--- src/hw/div_types_pkg.sv ---
`default_nettype none

package div_types_pkg;

  localparam int DIVIDEND_W = 16;
  localparam int DIVISOR_W  = 8; // Quotient and remainder share this width.
  localparam int TAG_W      = 4;

  // Request as it arrives from upstream.
  typedef struct packed {
    logic [DIVIDEND_W-1:0] dividend;
    logic [DIVISOR_W-1:0]  divisor;
    logic [TAG_W-1:0]      tag;
  } div_req_t;

  // Result returned downstream.
  typedef struct packed {
    logic [DIVISOR_W-1:0] quotient;
    logic [DIVISOR_W-1:0] remainder;
    logic [TAG_W-1:0]     tag;
    logic                 div_by_zero;
    logic                 approx;    // Answered by the approximate array.
  } div_rsp_t;

endpackage

`default_nettype wire

--- src/hw/div_cfg_pkg.sv ---
`default_nettype none

package div_cfg_pkg;

  localparam int CFG_DATA_W = 8;

  // Register map of the configuration port.
  typedef enum logic [1:0] {
    CFG_MODE      = 2'd0,
    CFG_DBZ_COUNT = 2'd1 // Any write clears the count.
  } cfg_addr_e;

  typedef enum logic {
    MODE_EXACT  = 1'b0,
    MODE_APPROX = 1'b1
  } div_mode_e;

  localparam logic [CFG_DATA_W-1:0] DBZ_COUNT_MAX = '1; // Counter saturates here.

endpackage

`default_nettype wire

--- src/hw/divider_array.sv ---
`default_nettype none

module divider_array import div_types_pkg::*; #(
  parameter int APPROX_ROWS = 6
) (
  input  wire logic [DIVIDEND_W-1:0] dividend,
  input  wire logic [DIVISOR_W-1:0]  divisor,
  output logic      [DIVISOR_W-1:0]  quotient,
  output logic      [DIVISOR_W-1:0]  remainder
);

  // rem_row[i] is the partial remainder left by row i, brw_row[i] its borrow chain.
  wire [DIVISOR_W-1:0] rem_row [0:DIVISOR_W-1];
  wire [DIVISOR_W-1:0] brw_row [0:DIVISOR_W-1];
  wire [DIVISOR_W-1:0] q_bits;

  for (genvar i = 0; i < DIVISOR_W; i++) begin : g_row
    wire top_bit; // Minuend bit above the subtraction window.

    if (i == DIVISOR_W - 1) begin : g_top
      assign top_bit = dividend[DIVIDEND_W-1];
    end else begin : g_mid
      assign top_bit = rem_row[i+1][DIVISOR_W-1];
    end

    // Subtraction fits if nothing is left to borrow or a higher bit covers it.
    assign q_bits[i] = top_bit | ~brw_row[i][DIVISOR_W-1];

    for (genvar j = 0; j < DIVISOR_W; j++) begin : g_cell
      wire x;
      wire bin;
      wire diff;

      if (j == 0) begin : g_lsb
        assign x   = dividend[i]; // Next dividend bit brought down.
        assign bin = 1'b0;
      end else if (i == DIVISOR_W - 1) begin : g_first
        assign x   = dividend[DIVISOR_W-1+j];
        assign bin = brw_row[i][j-1];
      end else begin : g_inner
        assign x   = rem_row[i+1][j-1];
        assign bin = brw_row[i][j-1];
      end

      if (i < APPROX_ROWS) begin : g_apx
        // Difference tied high; borrow only ignores the y=0, bin=1 case.
        assign diff          = 1'b1;
        assign brw_row[i][j] = x & ~(~divisor[j] & bin);
      end else begin : g_exact
        assign diff          = x ^ divisor[j] ^ bin;
        assign brw_row[i][j] = (~x & divisor[j]) | (~(x ^ divisor[j]) & bin);
      end

      assign rem_row[i][j] = q_bits[i] ? diff : x; // Restore on a zero bit.
    end
  end

  assign quotient  = q_bits;
  assign remainder = rem_row[0];

endmodule

`default_nettype wire

--- src/hw/div_req_fifo.sv ---
`default_nettype none

module div_req_fifo import div_types_pkg::*; #(
  parameter int FIFO_DEPTH = 4
) (
  input  wire logic     clk,
  input  wire logic     reset,
  input  wire logic     req_valid,
  input  wire div_req_t req,
  input  wire logic     pop,
  output div_req_t      head,
  output logic          not_empty,
  output logic          req_credit
);

  localparam int PTR_W = (FIFO_DEPTH > 1) ? $clog2(FIFO_DEPTH) : 1;

  div_req_t             mem [FIFO_DEPTH];
  logic [PTR_W-1:0]     wr_ptr;
  logic [PTR_W-1:0]     rd_ptr;
  logic [PTR_W:0]       count;

  function automatic logic [PTR_W-1:0] next_ptr(input logic [PTR_W-1:0] ptr);
    return (ptr == PTR_W'(FIFO_DEPTH - 1)) ? '0 : ptr + 1'b1;
  endfunction

  always_ff @(posedge clk) begin
    if (req_valid) mem[wr_ptr] <= req;
  end

  always_ff @(posedge clk) begin
    if (reset) begin
      wr_ptr     <= '0;
      rd_ptr     <= '0;
      count      <= '0;
      req_credit <= 1'b0;
    end else begin
      if (req_valid) wr_ptr <= next_ptr(wr_ptr);
      if (pop) rd_ptr <= next_ptr(rd_ptr);
      count      <= count + (PTR_W+1)'(req_valid) - (PTR_W+1)'(pop);
      req_credit <= pop; // One credit back per released entry.
    end
  end

  assign head      = mem[rd_ptr];
  assign not_empty = (count != '0);

  // Upstream only writes against a credit, so a full buffer never sees a write.
  a_no_write_when_full : assert property (
    @(posedge clk) disable iff (reset)
    req_valid |-> (count < (PTR_W+1)'(FIFO_DEPTH))
  );

endmodule

`default_nettype wire

--- src/hw/div_mode_regs.sv ---
`default_nettype none

module div_mode_regs import div_cfg_pkg::*; (
  input  wire logic                  clk,
  input  wire logic                  reset,
  input  wire logic                  cfg_we,
  input  wire cfg_addr_e             cfg_addr,
  input  wire logic [CFG_DATA_W-1:0] cfg_wdata,
  output logic      [CFG_DATA_W-1:0] cfg_rdata,
  input  wire logic                  dbz_event,
  output div_mode_e                  mode
);

  logic [CFG_DATA_W-1:0] dbz_count;

  always_ff @(posedge clk) begin
    if (reset) begin
      mode      <= MODE_EXACT;
      dbz_count <= '0;
    end else begin
      if (cfg_we && cfg_addr == CFG_MODE) mode <= div_mode_e'(cfg_wdata[0]);
      // A clear by software wins over a coincident event.
      if (cfg_we && cfg_addr == CFG_DBZ_COUNT) begin
        dbz_count <= '0;
      end else if (dbz_event && dbz_count != DBZ_COUNT_MAX) begin
        dbz_count <= dbz_count + 1'b1;
      end
    end
  end

  always_comb begin
    case (cfg_addr)
      CFG_MODE:      cfg_rdata = {{(CFG_DATA_W-1){1'b0}}, mode};
      CFG_DBZ_COUNT: cfg_rdata = dbz_count;
      default:       cfg_rdata = '0; // Unmapped addresses read zero.
    endcase
  end

endmodule

`default_nettype wire

--- src/hw/div_issue_ctrl.sv ---
`default_nettype none

module div_issue_ctrl import div_types_pkg::*; import div_cfg_pkg::*; #(
  parameter int APPROX_ROWS = 6,
  parameter int RSP_CREDITS = 2
) (
  input  wire logic      clk,
  input  wire logic      reset,
  input  wire div_req_t  head,
  input  wire logic      not_empty,
  input  wire div_mode_e mode,
  output logic           pop,
  input  wire logic      rsp_credit,
  output logic           rsp_valid,
  output div_rsp_t       rsp,
  output logic           dbz_event
);

  localparam int CRED_W = $clog2(RSP_CREDITS + 1);

  logic [CRED_W-1:0]    credits;
  logic                 s1_valid;
  div_req_t             s1_req;
  div_mode_e            s1_mode;
  logic                 s1_dbz;
  logic [DIVISOR_W-1:0] exact_q;
  logic [DIVISOR_W-1:0] exact_r;
  logic [DIVISOR_W-1:0] approx_q;
  logic [DIVISOR_W-1:0] approx_r;
  div_rsp_t             rsp_next;

  // Issue reserves a result slot downstream, so the pipeline never stalls.
  assign pop = not_empty && (credits != '0);

  always_ff @(posedge clk) begin
    if (reset) begin
      credits <= CRED_W'(RSP_CREDITS);
    end else begin
      case ({pop, rsp_credit})
        2'b10:   credits <= credits - 1'b1;
        2'b01:   credits <= credits + 1'b1;
        default: credits <= credits;
      endcase
    end
  end

  // Stage one: operands and the mode as seen at issue.
  always_ff @(posedge clk) begin
    if (reset) s1_valid <= 1'b0;
    else       s1_valid <= pop;
  end

  always_ff @(posedge clk) begin
    if (pop) begin
      s1_req  <= head;
      s1_mode <= mode;
    end
  end

  divider_array #(.APPROX_ROWS(0)) u_exact_array (
    .dividend  (s1_req.dividend),
    .divisor   (s1_req.divisor),
    .quotient  (exact_q),
    .remainder (exact_r)
  );

  divider_array #(.APPROX_ROWS(APPROX_ROWS)) u_approx_array (
    .dividend  (s1_req.dividend),
    .divisor   (s1_req.divisor),
    .quotient  (approx_q),
    .remainder (approx_r)
  );

  assign s1_dbz    = (s1_req.divisor == '0);
  assign dbz_event = s1_valid && s1_dbz;

  always_comb begin
    rsp_next.tag         = s1_req.tag;
    rsp_next.div_by_zero = s1_dbz;
    rsp_next.approx      = (s1_mode == MODE_APPROX);
    if (s1_dbz) begin
      rsp_next.quotient  = '1;
      rsp_next.remainder = s1_req.dividend[DIVISOR_W-1:0];
    end else if (s1_mode == MODE_APPROX) begin
      rsp_next.quotient  = approx_q;
      rsp_next.remainder = approx_r;
    end else begin
      rsp_next.quotient  = exact_q;
      rsp_next.remainder = exact_r;
    end
  end

  // Stage two: registered result.
  always_ff @(posedge clk) begin
    if (reset) rsp_valid <= 1'b0;
    else       rsp_valid <= s1_valid;
  end

  always_ff @(posedge clk) begin
    if (s1_valid) rsp <= rsp_next;
  end

  // Consumer never hands back more credits than it was given.
  a_credit_bound : assert property (
    @(posedge clk) disable iff (reset)
    credits <= CRED_W'(RSP_CREDITS)
  );

endmodule

`default_nettype wire

--- src/hw/approx_div_unit.sv ---
`default_nettype none

module approx_div_unit import div_types_pkg::*; import div_cfg_pkg::*; #(
  parameter int FIFO_DEPTH  = 4,
  parameter int APPROX_ROWS = 6,
  parameter int RSP_CREDITS = 2
) (
  input  wire logic                  clk,
  input  wire logic                  reset,
  input  wire logic                  req_valid,
  input  wire div_req_t              req,
  output logic                       req_credit,
  output logic                       rsp_valid,
  output div_rsp_t                   rsp,
  input  wire logic                  rsp_credit,
  input  wire logic                  cfg_we,
  input  wire cfg_addr_e             cfg_addr,
  input  wire logic [CFG_DATA_W-1:0] cfg_wdata,
  output logic      [CFG_DATA_W-1:0] cfg_rdata
);

  div_req_t  head;
  logic      not_empty;
  logic      pop;
  div_mode_e mode;
  logic      dbz_event;

  div_req_fifo #(.FIFO_DEPTH(FIFO_DEPTH)) u_req_fifo (
    .clk        (clk),
    .reset      (reset),
    .req_valid  (req_valid),
    .req        (req),
    .pop        (pop),
    .head       (head),
    .not_empty  (not_empty),
    .req_credit (req_credit)
  );

  div_issue_ctrl #(
    .APPROX_ROWS (APPROX_ROWS),
    .RSP_CREDITS (RSP_CREDITS)
  ) u_issue_ctrl (
    .clk        (clk),
    .reset      (reset),
    .head       (head),
    .not_empty  (not_empty),
    .mode       (mode),
    .pop        (pop),
    .rsp_credit (rsp_credit),
    .rsp_valid  (rsp_valid),
    .rsp        (rsp),
    .dbz_event  (dbz_event)
  );

  div_mode_regs u_mode_regs (
    .clk       (clk),
    .reset     (reset),
    .cfg_we    (cfg_we),
    .cfg_addr  (cfg_addr),
    .cfg_wdata (cfg_wdata),
    .cfg_rdata (cfg_rdata),
    .dbz_event (dbz_event),
    .mode      (mode)
  );

endmodule

`default_nettype wire

--- config.mk ---
export PLATFORM = sky130hd
export DESIGN_NAME = approx_div_unit
export DESIGN_NICKNAME = d
export VERILOG_FILES = /design/src/hw/div_types_pkg.sv /design/src/hw/div_cfg_pkg.sv /design/src/hw/divider_array.sv /design/src/hw/div_req_fifo.sv /design/src/hw/div_mode_regs.sv /design/src/hw/div_issue_ctrl.sv /design/src/hw/approx_div_unit.sv
export SDC_FILE = /design/constraint.sdc
export NUM_CORES = 1
export LEC_CHECK = 0
export ABC_AREA = 1
export BUFFER_PORTS_ARGS = -buffer_cell sky130_fd_sc_hd__buf_4
export CELL_PAD_IN_SITES_DETAIL_PLACEMENT = 0
export CELL_PAD_IN_SITES_GLOBAL_PLACEMENT = 2
export CORE_MARGIN = 2
export CORE_UTILIZATION = 43
export DETAILED_ROUTE_END_ITERATION = 7
export PLACE_DENSITY_LB_ADDON = 0.08
export SLEW_MARGIN = 25
export SYNTH_ARGS = -nofsm -noshare
export SYNTH_HDL_FRONTEND = slang
export SYNTH_HIERARCHICAL = 1
export SYNTH_SLANG_ARGS = --single-unit
--- constraint.sdc ---
create_clock -name clk -period 40.6 [get_ports clk]
set_input_delay 2.03 -clock clk [delete_from_list [all_inputs] [get_ports clk]]
set_output_delay 2.03 -clock clk [all_outputs]
set_load 0.05 [all_outputs]
==> flow_metrics.tcl <==
set metrics [dict create \
    antenna_found_initial 1 \
    die_h_um 165.7 \
    clk_path_buf_depth 2 \
    crit_required_ps 40770 \
    synthFlopType "edfxtp_1" \
    worst_clock_skew_ps 15.06 \
    yosysMostFrequentCell "nand2_1" \
    cp.arrival_ps 29160 \
    drt_iter0_drc 393 \
    io_buffers 67 \
    top_layer_used "met4" \
    hold_class "flop to flop" \
    vias_per_cell 4.632 \
    track_usage 0.1786 \
    crit_fanout 15 \
    drc_errors 0 \
    clockRootBuffer "clkbuf_16" \
    end_kind "flop" \
    fin_tns_setup_ps 0 \
    cts_tree "done" \
    finalSetupViolCount 0 \
    grt_overflow 0 \
    worst_slew_pin_slew_ps 666.6 \
    clock_latency_ps 430 \
    fp.dieW_um 165.7 \
    synth-seq-cells 186 \
    synth_top_area_share 0.4351 \
    num_rows 59 \
    routedWlPerCell_um 14.99 \
    status "completed" \
    synth_seq_area_share 0.4760 \
    routed_wl_um 23470 \
    cts-resized-gates 0 \
    ant_nets 0 \
    netlist.top_cell.by_area "edfxtp_1" \
    rsz0062_at_grt "false" \
    core_sq_um 25840 \
    r2r_slack_ps 11620 \
    post_cts_buffers 0 \
    synth_area_leaders "edfxtp_1 (44%), fa_1 (13%), nand2_1 (9.9%)" \
    fp.dieArea_sq_um 27470 \
    cts_buffers 17 \
    wl_met1_um 10770 \
    synth_area_sq_um 11250 \
    grt_max_degree 113 \
    maxSlewHeadroom 0.5556 \
    cts_hold_buf 0 \
    synth_cells 1156 \
    place_congestion 0.7727 \
    grt_pass1_vias 7144 \
    cts_max_level 4 \
    fmax_ghz 0.03450 \
    drtPass1Iterations 4 \
    start_kind "flop" \
    final_cells 1566 \
    grt_pass1_wl_um 38310 \
    layout.nets 1350 \
    synth_edf_count 163 \
    dr_wl_met2_um 11640 \
    period_share 0.7139 \
    ioPinCount 75 \
    period_needed_ps 28980 \
    yosysUniqueCellTypes 39 \
    critPathKind "flop to flop" \
    cts.clk_slew.worst_paths_ps 80 \
    yosys_warnings 6 \
    post-place-cells 1532 \
    syn_avg_cell_area_sq_um 9.731 \
    wl_met3_um 863 \
    synth_common_cells "nand2_1 (297), inv_1 (212), edfxtp_1 (163)" \
    cp_common_cell "fa_1" \
    hold_viol_final 0 \
    via_count 7253 \
    syn_to_final_growth_pct 12.12 \
    start_util 0.4354 \
    dpl.hpwl_um 16180 \
    slowest_delay_ps 710 \
    async_reset_ff_frac 0 \
    max-cap-violations 0 \
    drive_gt1_frac 0.1528 \
    cpMaxStageDelayCell "edfxtp_1" \
    slew_viol_final 0 \
    clkSinkCount 186 \
]
metal layers:
metal | vias to the layer above | GRT usage
li1 | 3791 | -
met1 | 3355 | 0.2339
met2 | 92 | 0.3121
met3 | 15 | 0.03003
met4 | 0 | 0.04083
met5 | - | 0
through the flow:
stage,hold WS (ps),utilization,worst slack (ps),instance area [sq um]
6_report,423.4,0.4882,11620,12610
5_1_grt,430.3,0.4881,10030,12610
4_1_cts,425.0,0.4870,11320,12580
3_5_place_dp,404.5,0.4629,11420,11960
3_3_place_gp,401.8,0.4628,11470,11960
2_1_floorplan,400.3,-,13940,11290
flip-flops by register name (all words and copies together), names as in the netlist, 3 cells and up, named ones only:
register / flops
u_req_fifo/count: 3
u_issue_ctrl/s1_req: 24
u_issue_ctrl/rsp_next: 4
u_mode_regs/dbz_count: 8
u_issue_ctrl/rsp: 22
u_req_fifo/mem: 112
worst max-delay path, delay by kind of cell, from the launching register on:
family                     cells  cell delay, ps
buffers and inverters          8             580
and+or+nand+nor               25            3500
adders and majority gates     57           23610
DFF                            1             710
AOI/OAI and AO/OA              2             230
kinds of logic after synthesis:
logic type	synth area share
AND/OR/NAND/NOR	0.1955
buffers and inverters	0.1076
flip-flops	0.4760
AO/OA/AOI/OAI	0.07085
adder cells (fa/ha/maj)	0.1475
multiplexers	0.002224
other	0.0003333
final timing paths:
| path | cells after the start | from | to |
|---|---|---|---|
| hold / removal | 0 | u_issue_ctrl/rsp_next[2]$_DFFE_PP_ | u_issue_ctrl/rsp[2]$_DFFE_PP_ |
| hold reg to reg | 0 | u_issue_ctrl/rsp_next[2]$_DFFE_PP_ | u_issue_ctrl/rsp[2]$_DFFE_PP_ |
| setup reg to reg | 92 | u_issue_ctrl/s1_req[4]$_DFFE_PP_ | u_issue_ctrl/rsp[9]$_DFFE_PP_ |
| setup / recovery | 92 | u_issue_ctrl/s1_req[4]$_DFFE_PP_ | u_issue_ctrl/rsp[9]$_DFFE_PP_ |
cell type report:
cell class / count / area, sq um
Antenna cell: 1 / 2.502
Clock buffer: 17 / 425.4
Clock inverter: 15 / 198.9
Fill cell: 2432 / 13220
Inverter: 223 / 843.3
Multi-Input combinational cell: 709 / 4741
Sequential cell: 186 / 5363
Tap cell: 335 / 419.2
Timing Repair Buffer: 80 / 620.6
placed cells by master (no fill, tap or decap), types with 2 or more instances in the layout:
master | synthesis | layout
nand2_1 | 297 | 297
inv_1 | 212 | 212
edfxtp_1 | 163 | 163
buf_4 | 20 | 79
fa_1 | 71 | 71
nand3_1 | 70 | 70
a21oi_1 | 41 | 40
nor2_1 | 39 | 39
o21ai_0 | 38 | 38
o211ai_1 | 28 | 28
dfxtp_1 | 23 | 21
nand2_2 | 20 | 20
ha_1 | 19 | 19
o21ai_1 | 18 | 18
clkbuf_16 | 0 | 17
nand3_2 | 14 | 14
conb_1 | 1 | 13
nand2_4 | 9 | 9
clkinv_8 | 0 | 8
inv_2 | 7 | 7
nand3_4 | 6 | 6
inv_6 | 1 | 5
nor2_4 | 4 | 4
nand4_1 | 4 | 4
o21ai_2 | 4 | 4
nor2_2 | 3 | 3
clkinv_4 | 0 | 2
a21oi_4 | 1 | 2
o31ai_1 | 2 | 2
clkinv_1 | 2 | 2
dfxtp_4 | 0 | 2
Power is left out: the tool's default activity adds up to more than one toggle a clock period on the data nets, which glitch-free logic cannot reach.
